File: src/tilemapGen_macros.svh
`ifndef TILEMAPGEN_MACROS_SVH
`define TILEMAPGEN_MACROS_SVH

//////////////////////////////////////////////////
// Raster geometry
//////////////////////////////////////////////////

// Pixels per line, a multiple of the four-slot group
`define H_TOTAL 384
// Lines per frame
`define V_TOTAL 264

// Horizontal sync window, in pixels
`define HSYNC_START 320
`define HSYNC_END 352
// Vertical sync window, in lines
`define VSYNC_START 240
`define VSYNC_END 243

//////////////////////////////////////////////////
// Tile RAM slots and scroll register map
//////////////////////////////////////////////////

// CPU slot of every four-cycle group
`define SLOT_CPU 2'd2

// Register indices, cpuAddr bits 1 to 0
`define REG_SCROLL_XA 2'd0
`define REG_SCROLL_YA 2'd1
`define REG_SCROLL_XB 2'd2
`define REG_SCROLL_YB 2'd3

`endif

File: src/tilemapPkg.sv
package tilemapPkg;

	//////////////////////////////////////////////////
	// Vector types
	//////////////////////////////////////////////////

	// Beam counter value
	typedef logic [8:0] beamPos;

	// Scroll offsets, full range in X, 256 lines in Y
	typedef logic [8:0] scrollX;
	typedef logic [7:0] scrollY;

	// Tile RAM address {layer, row[4:0], column[5:0]}
	typedef logic [11:0] tileAddr;

	// Tile RAM word {code[10:0], color[4:0]}
	typedef logic [15:0] tileWord;

	// Graphics ROM address {code[10:0], fineRow[2:0]}
	typedef logic [13:0] gfxAddr;

	// Tile color field
	typedef logic [4:0] colorCode;

	//////////////////////////////////////////////////
	// CPU port FSM
	//////////////////////////////////////////////////

	typedef enum logic [2:0] {
		idle,
		waitSlot,
		access,
		capture,
		ackHold
	} cpuState;

endpackage

File: src/cpuPort.sv
`timescale 1ns/1ps
`include "tilemapGen_macros.svh"

module cpuPort import tilemapPkg::*; (
	input  logic       clk6M,
	input  logic       rstN,
	input  beamPos     hCount,
	input  logic       cpuReq,
	input  logic       cpuRegSel,
	input  logic       cpuWe,
	input  tileAddr    cpuAddr,
	input  tileWord    cpuWData,
	input  scrollX     curScrollXA,
	input  scrollY     curScrollYA,
	input  scrollX     curScrollXB,
	input  scrollY     curScrollYB,
	input  tileWord    ramRData,
	output logic       cpuAck,
	output tileWord    cpuRData,
	output tileAddr    ramAddrCpu,
	output logic       ramWeCpu,
	output tileWord    ramWDataCpu,
	output logic       scrollWeA,
	output logic       scrollWeB,
	output logic       scrollSelY,
	output logic [8:0] scrollData
);

	cpuState state;
	logic [1:0] regIdx;
	logic preSlot;
	logic regWrite;
	tileWord regRData;

	// Slot just before the CPU slot
	assign preSlot = (hCount[1:0] == `SLOT_CPU - 2'd1);

	//////////////////////////////////////////////////
	// Register decode
	//////////////////////////////////////////////////

	assign regIdx = cpuAddr[1:0];
	assign regWrite = (state == access) && cpuRegSel && cpuWe;

	// One strobe per layer, Y select shared
	assign scrollWeA = regWrite && (regIdx == `REG_SCROLL_XA || regIdx == `REG_SCROLL_YA);
	assign scrollWeB = regWrite && (regIdx == `REG_SCROLL_XB || regIdx == `REG_SCROLL_YB);
	assign scrollSelY = (regIdx == `REG_SCROLL_YA || regIdx == `REG_SCROLL_YB);
	assign scrollData = cpuWData[8:0];

	// Readback, zero extended
	always_comb begin
		case (regIdx)
			`REG_SCROLL_XA: regRData = {7'd0, curScrollXA};
			`REG_SCROLL_YA: regRData = {8'd0, curScrollYA};
			`REG_SCROLL_XB: regRData = {7'd0, curScrollXB};
			default:        regRData = {8'd0, curScrollYB};
		endcase
	end

	// RAM side, forwarded by the top in the CPU slot
	assign ramAddrCpu = cpuAddr;
	assign ramWDataCpu = cpuWData;
	assign ramWeCpu = (state == access) && !cpuRegSel && cpuWe;

	//////////////////////////////////////////////////
	// Handshake FSM
	//////////////////////////////////////////////////

	always_ff @(posedge clk6M or negedge rstN) begin
		if (!rstN) begin
			state <= idle;
			cpuAck <= 1'b0;
		end else begin
			case (state)
				// Skip the wait when the slot is next
				idle: if (cpuReq) state <= preSlot ? access : waitSlot;
				waitSlot: if (preSlot) state <= access;
				access: begin
					// RAM reads need one more cycle for data
					if (cpuRegSel || cpuWe) begin
						cpuAck <= 1'b1;
						state <= ackHold;
					end else begin
						state <= capture;
					end
				end
				capture: begin
					cpuAck <= 1'b1;
					state <= ackHold;
				end
				// Held until the CPU releases, no second access
				ackHold: begin
					if (!cpuReq) begin
						cpuAck <= 1'b0;
						state <= idle;
					end
				end
				default: state <= idle;
			endcase
		end
	end

	// Read data, stable while cpuAck is high
	always_ff @(posedge clk6M) begin
		if (state == access && cpuRegSel)
			cpuRData <= regRData;
		else if (state == capture)
			cpuRData <= ramRData;
	end

	assert property (@(posedge clk6M) disable iff (!rstN)
		$rose(cpuAck) |-> ($past(state) == access || $past(state) == capture));
	assert property (@(posedge clk6M) disable iff (!rstN)
		ramWeCpu |-> hCount[1:0] == `SLOT_CPU);

endmodule

File: src/tileLayer.sv
`timescale 1ns/1ps

module tileLayer import tilemapPkg::*; #(
	parameter int layerId = 0
) (
	input  logic       clk6M,
	input  logic       rstN,
	input  beamPos     hCount,
	input  beamPos     vCount,
	input  logic       flip,
	input  logic       scrollWe,
	input  logic       scrollSelY,
	input  logic [8:0] scrollData,
	input  tileWord    ramRData,
	output tileAddr    fetchAddr,
	output scrollX     curScrollX,
	output scrollY     curScrollY,
	output gfxAddr     gfxAddrOut,
	output colorCode   color,
	output logic       valid
);

	// Fetch slot of this layer and the slot of its result
	localparam logic [1:0] fetchSlot = 2'(layerId);
	localparam logic [1:0] validSlot = 2'(layerId + 2);
	// Layer bit of the tile RAM address
	localparam logic layerBit = layerId[0];

	scrollX scrollXReg;
	scrollY scrollYReg;
	logic [8:0] sumX;
	logic [7:0] sumY;
	logic [8:0] effX;
	logic [7:0] effY;
	logic inSlot;
	logic slotD1;
	logic [2:0] fineRowD1;

	//////////////////////////////////////////////////
	// Scroll registers
	//////////////////////////////////////////////////

	always_ff @(posedge clk6M or negedge rstN) begin
		if (!rstN) begin
			scrollXReg <= '0;
			scrollYReg <= '0;
		end else if (scrollWe) begin
			// Y takes the low byte only
			if (scrollSelY)
				scrollYReg <= scrollData[7:0];
			else
				scrollXReg <= scrollData;
		end
	end

	// Readback to the CPU port
	assign curScrollX = scrollXReg;
	assign curScrollY = scrollYReg;

	//////////////////////////////////////////////////
	// Stage 0: tile address
	//////////////////////////////////////////////////

	// Wraps at 512 in X and 256 in Y
	assign sumX = hCount + scrollXReg;
	assign sumY = vCount[7:0] + scrollYReg;

	// Screen flip mirrors both axes
	assign effX = flip ? ~sumX : sumX;
	assign effY = flip ? ~sumY : sumY;

	// Row from effY[7:3], column from effX[8:3]
	assign fetchAddr = {layerBit, effY[7:3], effX[8:3]};

	assign inSlot = (hCount[1:0] == fetchSlot);

	//////////////////////////////////////////////////
	// Stage 1: tile word returns
	//////////////////////////////////////////////////

	always_ff @(posedge clk6M or negedge rstN) begin
		if (!rstN)
			slotD1 <= 1'b0;
		else
			slotD1 <= inSlot;
	end

	// Fine row taken with the address, held across the RAM cycle
	always_ff @(posedge clk6M) begin
		if (inSlot)
			fineRowD1 <= effY[2:0];
	end

	//////////////////////////////////////////////////
	// Stage 2: graphics address
	//////////////////////////////////////////////////

	always_ff @(posedge clk6M or negedge rstN) begin
		if (!rstN)
			valid <= 1'b0;
		else
			valid <= slotD1;
	end

	always_ff @(posedge clk6M) begin
		if (slotD1) begin
			// Code bits 15 to 5, color bits 4 to 0
			gfxAddrOut <= {ramRData[15:5], fineRowD1};
			color <= ramRData[4:0];
		end
	end

	// Result lands two slots after the fetch
	assert property (@(posedge clk6M) disable iff (!rstN)
		valid |-> hCount[1:0] == validSlot);

endmodule

File: src/tilemapGen.sv
`timescale 1ns/1ps
`include "tilemapGen_macros.svh"

module tilemapGen import tilemapPkg::*; (
	input  logic     clk6M,
	input  logic     rstN,
	input  logic     flip,
	input  logic     cpuReq,
	input  logic     cpuRegSel,
	input  logic     cpuWe,
	input  tileAddr  cpuAddr,
	input  tileWord  cpuWData,
	input  tileWord  ramRData,
	output logic     cpuAck,
	output tileWord  cpuRData,
	output tileAddr  ramAddr,
	output logic     ramWe,
	output tileWord  ramWData,
	output beamPos   hCount,
	output beamPos   vCount,
	output logic     hSyncN,
	output logic     vSyncN,
	output gfxAddr   gfxOut,
	output colorCode colorOut,
	output logic     gfxLayer,
	output logic     gfxValid
);

	// Layer ids double as their fetch slots
	localparam int layerA = 0;
	localparam int layerB = 1;

	tileAddr fetchAddrA, fetchAddrB, ramAddrCpu;
	tileWord ramWDataCpu;
	scrollX curScrollXA, curScrollXB;
	scrollY curScrollYA, curScrollYB;
	gfxAddr gfxAddrA, gfxAddrB;
	colorCode colorA, colorB;
	logic validA, validB, ramWeCpu;
	logic scrollWeA, scrollWeB, scrollSelY;
	logic [8:0] scrollData;
	logic [1:0] slot;

	videoTiming uVideoTiming (.clk6M, .rstN, .hCount, .vCount, .hSyncN, .vSyncN);

	tileLayer #(.layerId(layerA)) uLayerA (
		.clk6M, .rstN, .hCount, .vCount, .flip, .scrollWe(scrollWeA), .scrollSelY,
		.scrollData, .ramRData, .fetchAddr(fetchAddrA), .curScrollX(curScrollXA),
		.curScrollY(curScrollYA), .gfxAddrOut(gfxAddrA), .color(colorA), .valid(validA)
	);

	tileLayer #(.layerId(layerB)) uLayerB (
		.clk6M, .rstN, .hCount, .vCount, .flip, .scrollWe(scrollWeB), .scrollSelY,
		.scrollData, .ramRData, .fetchAddr(fetchAddrB), .curScrollX(curScrollXB),
		.curScrollY(curScrollYB), .gfxAddrOut(gfxAddrB), .color(colorB), .valid(validB)
	);

	cpuPort uCpuPort (
		.clk6M, .rstN, .hCount, .cpuReq, .cpuRegSel, .cpuWe, .cpuAddr, .cpuWData,
		.curScrollXA, .curScrollYA, .curScrollXB, .curScrollYB, .ramRData, .cpuAck,
		.cpuRData, .ramAddrCpu, .ramWeCpu, .ramWDataCpu, .scrollWeA, .scrollWeB,
		.scrollSelY, .scrollData
	);

	//////////////////////////////////////////////////
	// Tile RAM slot mux
	//////////////////////////////////////////////////

	assign slot = hCount[1:0];
	assign ramWData = ramWDataCpu;

	// Slot 3 idles on layer A's address
	always_comb begin
		ramAddr = fetchAddrA;
		ramWe = 1'b0;
		case (slot)
			2'(layerB): ramAddr = fetchAddrB;
			`SLOT_CPU: begin
				ramAddr = ramAddrCpu;
				ramWe = ramWeCpu;
			end
			default: ramAddr = fetchAddrA;
		endcase
	end

	//////////////////////////////////////////////////
	// Graphics output mux
	//////////////////////////////////////////////////

	// Results fall in slots 2 and 3, never together
	assign gfxValid = validA | validB;
	assign gfxLayer = validB;
	assign gfxOut = validB ? gfxAddrB : gfxAddrA;
	assign colorOut = validB ? colorB : colorA;

	// Layer tag matches the fetch slot two cycles back
	assert property (@(posedge clk6M) disable iff (!rstN)
		gfxValid |-> $past(slot, 2) == {1'b0, gfxLayer});

endmodule

File: src/videoTiming.sv
`timescale 1ns/1ps
`include "tilemapGen_macros.svh"

module videoTiming import tilemapPkg::*; (
	input  logic   clk6M,
	input  logic   rstN,
	output beamPos hCount,
	output beamPos vCount,
	output logic   hSyncN,
	output logic   vSyncN
);

	logic lineEnd;
	logic frameEnd;

	// Last pixel of the line and last line of the frame
	assign lineEnd = (hCount == `H_TOTAL - 1);
	assign frameEnd = (vCount == `V_TOTAL - 1);

	//////////////////////////////////////////////////
	// Beam counters
	//////////////////////////////////////////////////

	always_ff @(posedge clk6M or negedge rstN) begin
		if (!rstN) begin
			hCount <= '0;
			vCount <= '0;
		end else begin
			if (lineEnd) begin
				hCount <= '0;
				// Line step only on horizontal wrap
				if (frameEnd)
					vCount <= '0;
				else
					vCount <= vCount + 1'b1;
			end else begin
				hCount <= hCount + 1'b1;
			end
		end
	end

	//////////////////////////////////////////////////
	// Sync outputs
	//////////////////////////////////////////////////

	// Registered, so both syncs trail the counters by one pixel
	always_ff @(posedge clk6M or negedge rstN) begin
		if (!rstN) begin
			hSyncN <= 1'b1;
			vSyncN <= 1'b1;
		end else begin
			hSyncN <= !(hCount >= `HSYNC_START && hCount < `HSYNC_END);
			vSyncN <= !(vCount >= `VSYNC_START && vCount < `VSYNC_END);
		end
	end

	// Counter wraps before the line length
	assert property (@(posedge clk6M) disable iff (!rstN) hCount < `H_TOTAL);

endmodule

File: config.mk
export PLATFORM = sky130hd
export DESIGN_NAME = tilemapGen
export DESIGN_NICKNAME = d
export VERILOG_FILES = /design/src/tilemapPkg.sv /design/src/cpuPort.sv /design/src/tileLayer.sv /design/src/tilemapGen.sv /design/src/videoTiming.sv
export VERILOG_INCLUDE_DIRS = /design/src /design/src/src
export SDC_FILE = /design/constraint.sdc
export NUM_CORES = 1
export LEC_CHECK = 0
export BUFFER_PORTS_ARGS = -buffer_cell sky130_fd_sc_hd__buf_4
export CAP_MARGIN = 20
export CORE_MARGIN = 10
export CORE_UTILIZATION = 40
export CTS_CLUSTER_DIAMETER = 60
export CTS_CLUSTER_SIZE = 16
export DETAILED_ROUTE_END_ITERATION = 12
export SLEW_MARGIN = 5
export SYNTH_ARGS = -nofsm -noshare
export SYNTH_HDL_FRONTEND = slang
export SYNTH_SLANG_ARGS = --single-unit
File: constraint.sdc
create_clock -name clk6M -period 2.2 [get_ports clk6M]
set_input_delay 0.33 -clock clk6M [delete_from_list [all_inputs] [get_ports clk6M]]
set_output_delay 0.33 -clock clk6M [all_outputs]
set_load 0.02 [all_outputs]
======== Yosys cells after proc, flatten, opt, wreduce, memory -nomap -nowiden ========
Cells that the tools add are included.
W data, S select, Z words.
cells by class
  bitwise logic cells ..................... 6
  add/subtract/negate cells ............... 6
  equal/unequal tests ..................... 15
  reduce and logical (&&, ||, !) cells .... 26
  muxes and demuxes ....................... 22
  magnitude comparators ................... 4
operator list
  operator               count
  $mux W9                4
  $mux W16               2
  $pmux W9 S3            1
  $pmux W12 S2           1
  $add A9 B1 Y9 const B  2
  $add A9 B9 Y9          2
  $eq A9 B9 Y1 const B   2
  $not A9 Y9             2
  $add A8 B8 Y8          2
  $mux W8                2
  $not A8 Y8             2
  $pmux W3 S5            1
  $mux W14               1
  $mux W3                4
  $ge A9 B8 Y1 const B   1
  $ge A9 B9 Y1 const B   1
  $lt A9 B8 Y1 const B   1
  $lt A9 B9 Y1 const B   1
  $logic_and A1 B1 Y1    8
  $reduce_and A2 Y1      4
  $eq A2 B2 Y1 const B   3
  $eq A3 B2 Y1 const B   2
  $ne A2 B2 Y1 const B   3
  $reduce_and A3 Y1      2
  other kinds (16)       25
storage, ports and cells
  register bits after elaboration ......... 122
  logic and storage cells ................. 100

======== Logic depth before layout (Yosys ltp) ========
  word-level depth ........................ 5
  gate-level depth with buffers ........... 9

======== By module ========
Synthesis repeated with hierarchy kept, for this count alone.
second synthesis, totals
  cells, all modules ...................... 562
  area total of the unflattened synthesis .. 7106.8 um^2
modules (own cells, without submodules)
  module                instances  area an instance (um^2)  cells an instance
  tileLayer at uLayerB  1          2065.7                   147
  tileLayer at uLayerA  1          2063.2                   147
  cpuPort               1          1432.6                   112
  videoTiming           1          967.2                    89
  tilemapGen            1          578.1                    67

======== Worst setup path after synthesis ========
Ideal clock, no wire load.
  kind .................................... reg2out
  from .................................... register uVideoTiming.vCount[0]
  to ...................................... output ramAddr[9]
  arrival time ............................ 2211 ps
  stages on the path, launching flop included .. 9
  path buffers ............................ 0
  slack ................................... -341 ps
  cells stage by stage .................... dfrtp_1 > ha_1 > fa_1 > a21o_1 > a21oi_1 > o211ai_1 > xnor2_1 > a221oi_1 > a21oi_1
on the way
  cells in the longest elaborated chain, start to end .. 4
  elaborated cells on any way between the ends .. 7
RTL lines
  element                 line               RTL
  from (decl)             videoTiming.sv:8   output beamPos vCount,
  from (signal assigned)  videoTiming.sv:35  vCount <= vCount + 1'b1;
  $add A8 B8 Y8           tileLayer.sv:66    assign sumY = vCount[7:0] + scrollYReg;
  $not A8 Y8              tileLayer.sv:70    assign effY = flip ? ~sumY : sumY;
  $mux W8                 tileLayer.sv:70
  $pmux W12 S2 *          tilemapGen.sv:76   case (slot)
  to (decl)               tilemapGen.sv:16   output tileAddr ramAddr,
Every way passes the cells marked *; elsewhere a longest branch is shown, timed or not.

======== Final worst setup path ========
Same ends and word-level chain as after synthesis.

==> results by group <==
Worst setup path
  – Kind of start point of the critical path: flip-flop
  – Slack of the worst reg-to-reg path: 0.24 ns
  – Worst r2r src: uVideoTiming.hCount[1]$_DFF_PN0_
  – Crit path required time: 1.87 ns
  – WP data arrival: 2.39 ns
  – Max Fanout on Critical Path: 3
  – Category of the most critical setup path: flip-flop to primary output
  – Kind of capture point of the worst setup path: primary output
  – Register-to-Register Path Depth: 8
  – Endpoint of the most critical register-to-register path: uVideoTiming.vCount[6]$_DFFE_PN0N_

Finish
  – Area of the multi-input gates: 3400 um2
  – Ant. Diodes: 0
  – Area growth from synthesis to layout: 40.9%
  – Final Net Count: 790
  – Design Area, Final: 9250 um2
  – Register Area: 3370 um2
  – Share of cells above drive strength 1: 52.7%
  – Fill cell total of the finished layout: 1380

Synth
  – Syn. warnings: 0
  – Synthesized net count: 604
  – Leading post-synthesis cells by cell area: sky130_fd_sc_hd__edfxtp_1 27%, sky130_fd_sc_hd__dfrtp_1 23%, sky130_fd_sc_hd__mux2_2 11%, sky130_fd_sc_hd__ha_1 6.5%, sky130_fd_sc_hd__xnor2_1 5.2%
  – Post-synthesis async set-or-reset flop share: 50.8%
  – Portion of synthesized cell area occupied by the leading cell type: 27.4%
  – Main flop type after synthesis: sky130_fd_sc_hd__edfxtp_1
  – Number of different library cells in the post-synthesis netlist: 50
  – Post-synth EDFFs: 60
  – Cell area after synthesis: 6570 um2
  – Post-Synthesis Mean Instance Area: 12.7 um2
  – Cell type with the largest total area after synthesis: sky130_fd_sc_hd__edfxtp_1
  – Number of storage elements in the synthesis netlist: 122
  – Sequential element share of the synthesized area: 51.1%
  – Cell count after synthesis: 518

GRT
  – Antenna violations before repair: 0
  – Fraction of met2 tracks used by global routing: 25.6%
  – Global routing usage on met1: 22.2%
  – Pin count of the biggest net entering global routing: 63
  – Via count of the first global-routing pass: 5057
  – Most utilized layer in the global route result: met2
  – Met3 usage in global routing: 4.46%
  – GRT Overall Usage: 16.5%
  – Global-route wire length before repair: 28400 um
  – Overflow after GRT: 0

STA
  – Final setup slack of the worst path: -0.524 ns
  – Worst clock skew on the final layout: 0.00782 ns
  – Final min period: 2.72 ns
  – Final number of hold-violating endpoints: 0
  – Count of final max-slew check failures: 0
  – Pin slew with the least headroom to its limit: 0.844 ns
  – Share of the clock period used by the worst path: 124%
  – Worst-case headroom to the max-slew limit: 43.7%
  – Setup violation total in the final timing report: 11
  – Setup repair after global routing missed its margin: true
  – Upper clock frequency limit: 367 MHz

Place
  – Placed cell area: 8230 um2
  – Final RePlAce weighted congestion: 0.818
  – Detailed Place HPWL: 13200 um
  – Count of port buffers added during placement: 122

Outcome
  – Violations in the final reports: setup timing
  – Result of the run: finished, violations left

Flow run
  – Count of max-cap constraint violations: 0

Power and ir drop
  – Overall Power: 7.13 mW
  – P per Cell Area: 771 nW/um2
  – VDD IR-drop max: 624 uV
  – Leakage power total: 3.99 nW

Floorplan
  – CORE AREA: 16000 um2
  – Starting Density: 41.0%
  – I/O pins: 137
  – Standard-cell row count: 46
  – Die Wd: 148 um
  – Height of the die: 148 um
  – Die area: 21900 um2

Clocking
  – Cell at the root of the clock tree: sky130_fd_sc_hd__clkbuf_16
  – Clk_lat worst skew: 0.41 ns
  – CTS clk-pin slew, worst paths: 0.06 ns
  – # hold bufs at CTS: 0
  – Buffer levels on the longest clock path: 2
  – H-tree level count: 4
  – Clock tree from TritonCTS: yes
  – CTS sink count: 122
  – Total clock buffers created by CTS: 17

Routing
  – DRC marker count from the first detailed-route iteration: 278
  – Count of vias placed by the detailed router: 4748
  – Per-cell routed wire length: 19.3 um
  – Post-detailed-route count of antenna-violating nets: 0
  – Post-route DRC: 0
  – Via density: 5.09
  – Routed wire length: 18000 um
  – Length of the first detailed-routing pass in iterations: 4

Hold path
  – Classification of the worst-slack hold path: input port to asynchronous set/reset pin
-- state kept, by name (all words and copies together) (netlist names) --
name and cells:
uCpuPort.cpuRData 16, uLayerA.gfxAddrOut 14, uLayerB.gfxAddrOut 14, uLayerA.curScrollX 9, uLayerB.curScrollX 9, uVideoTiming.hCount 9
uVideoTiming.vCount 9, uLayerA.curScrollY 8, uLayerB.curScrollY 8, uLayerA.color 5, uLayerB.color 5, uCpuPort.state 3
uLayerA.fineRowD1 3, uLayerB.fineRowD1 3, uCpuPort.cpuAck 1, uLayerA.slotD1 1, uLayerA.valid 1, uLayerB.slotD1 1
uLayerB.valid 1, uVideoTiming.hSyncN 1, uVideoTiming.vSyncN 1
-- per-stage QoR --
stage	utilization (%)	worst slack, ns	TNS (ns)	hold slack (ns)	instances
final	57.8	-0.524	-4.30	0.0170	933
after CTS	56.4	-0.557	-4.68	0.0401	923
after detailed placement	51.4	-0.146	-0.552	0.407	886
after global routing	57.8	-0.659	-5.62	0.0763	933
after global placement	51.4	-0.0945	-0.386	0.407	886
after floorplan	-	-0.0343	-0.0556	0.0344	518
-- cells by family after synthesis --
group | Yosys count | synth area share, %
flops | 122 | 51.1
xor+xnor | 61 | 8.25
simple gates | 107 | 8.75
compound gates | 72 | 7.01
buf+inv | 47 | 3.93
mux | 73 | 13.9
fa+ha+maj | 36 | 7.09
-- layer usage --
| metal | up-vias | part of all wire [%] |
|---|---|---|
| li1 | 2271 | - |
| met1 | 2333 | 46 |
| met2 | 125 | 47 |
| met3 | 19 | 6.4 |
| met4 | 0 | 0.93 |
| met5 | - | 0 |
-- synthesized netlist by cell type, types with 4 or more instances --
master                     count
sky130_fd_sc_hd__dfrtp_1      60
sky130_fd_sc_hd__nor4_1        5
sky130_fd_sc_hd__a21oi_1      24
sky130_fd_sc_hd__nor3_1       10
sky130_fd_sc_hd__nor2_1       27
sky130_fd_sc_hd__o211ai_1      4
sky130_fd_sc_hd__buf_4        18
sky130_fd_sc_hd__nand3_1      18
sky130_fd_sc_hd__nand2_1      14
sky130_fd_sc_hd__xnor2_1      39
sky130_fd_sc_hd__ha_1         34
sky130_fd_sc_hd__buf_2         5
sky130_fd_sc_hd__a221oi_1      5
sky130_fd_sc_hd__mux4_2        8
sky130_fd_sc_hd__inv_1        14
sky130_fd_sc_hd__nand4_1       4
sky130_fd_sc_hd__nor2b_1      10
sky130_fd_sc_hd__a21o_1        6
sky130_fd_sc_hd__mux2_2       63
sky130_fd_sc_hd__xor2_1       21
sky130_fd_sc_hd__edfxtp_1     60
sky130_fd_sc_hd__clkbuf_1      9
sky130_fd_sc_hd__o21ai_0      13
-- critical path, stage by stage (launching register included) --
cell and delay [ns]:
sky130_fd_sc_hd__dfrtp_2 0.43, sky130_fd_sc_hd__ha_4 0.17, sky130_fd_sc_hd__fa_2 0.34, sky130_fd_sc_hd__a21o_1 0.17, sky130_fd_sc_hd__a21oi_2 0.15, sky130_fd_sc_hd__o211ai_1 0.13, sky130_fd_sc_hd__xnor2_1 0.16, sky130_fd_sc_hd__a221oi_2 0.24
sky130_fd_sc_hd__a21oi_2 0.06, sky130_fd_sc_hd__buf_6 0.13
-- cells in the final DEF (no fill, tap or decap), types with 3 or more instances in the layout --
cell type / instances
sky130_fd_sc_hd__xnor2_2: 5
sky130_fd_sc_hd__buf_6: 6
sky130_fd_sc_hd__o21ai_0: 12
sky130_fd_sc_hd__mux4_2: 8
sky130_fd_sc_hd__a21oi_1: 12
sky130_fd_sc_hd__buf_4: 188
sky130_fd_sc_hd__a221oi_2: 3
sky130_fd_sc_hd__edfxtp_1: 60
sky130_fd_sc_hd__o211ai_1: 4
sky130_fd_sc_hd__nor3_1: 8
sky130_fd_sc_hd__nand4_1: 4
sky130_fd_sc_hd__clkinvlp_4: 5
sky130_fd_sc_hd__nand2_1: 13
sky130_fd_sc_hd__dfrtp_1: 50
sky130_fd_sc_hd__ha_1: 17
sky130_fd_sc_hd__clkbuf_16: 17
sky130_fd_sc_hd__xor2_1: 20
sky130_fd_sc_hd__a21oi_2: 10
sky130_fd_sc_hd__nor2b_1: 10
sky130_fd_sc_hd__nand2b_1: 3
sky130_fd_sc_hd__xnor2_1: 34
sky130_fd_sc_hd__inv_2: 3
sky130_fd_sc_hd__o31ai_1: 3
sky130_fd_sc_hd__dfrtp_2: 10
sky130_fd_sc_hd__ha_4: 15
sky130_fd_sc_hd__a21o_1: 6
sky130_fd_sc_hd__inv_1: 11
sky130_fd_sc_hd__mux2_2: 63
sky130_fd_sc_hd__buf_12: 6
sky130_fd_sc_hd__nand3_1: 16
sky130_fd_sc_hd__a31oi_1: 3
sky130_fd_sc_hd__nor4_1: 3
sky130_fd_sc_hd__nor2_1: 27
sky130_fd_sc_hd__clkinv_2: 3
-- area by class of cell --
type | instances | area share (%)
inverter | 14 | 0.568
timing repair buffer | 200 | 17.3
clock buffer | 19 | 4.68
clock inverter | 13 | 1.39
tap | 216 | 2.92
multi-input combinational | 349 | 36.7
sequential | 122 | 36.4
-- how the worst max path moves through the flow --
stage	from	to	slack, ns	cells after the start
global placement	uVideoTiming.vCount[0]$_DFFE_PN0N_	ramAddr[9]	-0.09	9
detailed placement	uVideoTiming.vCount[1]$_DFFE_PN0N_	ramAddr[10]	-0.15	8
floorplan	uVideoTiming.vCount[0]$_DFFE_PN0N_	ramAddr[9]	-0.03	8
finish	uVideoTiming.vCount[0]$_DFFE_PN0N_	ramAddr[9]	-0.52	9
CTS	uVideoTiming.vCount[0]$_DFFE_PN0N_	ramAddr[9]	-0.56	9
global route	uVideoTiming.vCount[0]$_DFFE_PN0N_	ramAddr[9]	-0.66	9
-- power breakdown --
| part | total, mW | switching, mW | internal, mW |
|---|---|---|---|
| registers | 2.78 | 0.198 | 2.59 |
| clock network | 2.64 | 0.993 | 1.65 |
| logic | 1.70 | 0.776 | 0.926 |
-- what timing repair did --
action / 4_1_cts / 5_1_grt
setup endpoints to repair: 13 / 14
buffers inserted: 5 / 10
gates resized for setup: 33 / 21
pin swaps: 15 / 19
No activity file was read; power rests on OpenSTA's default activity.
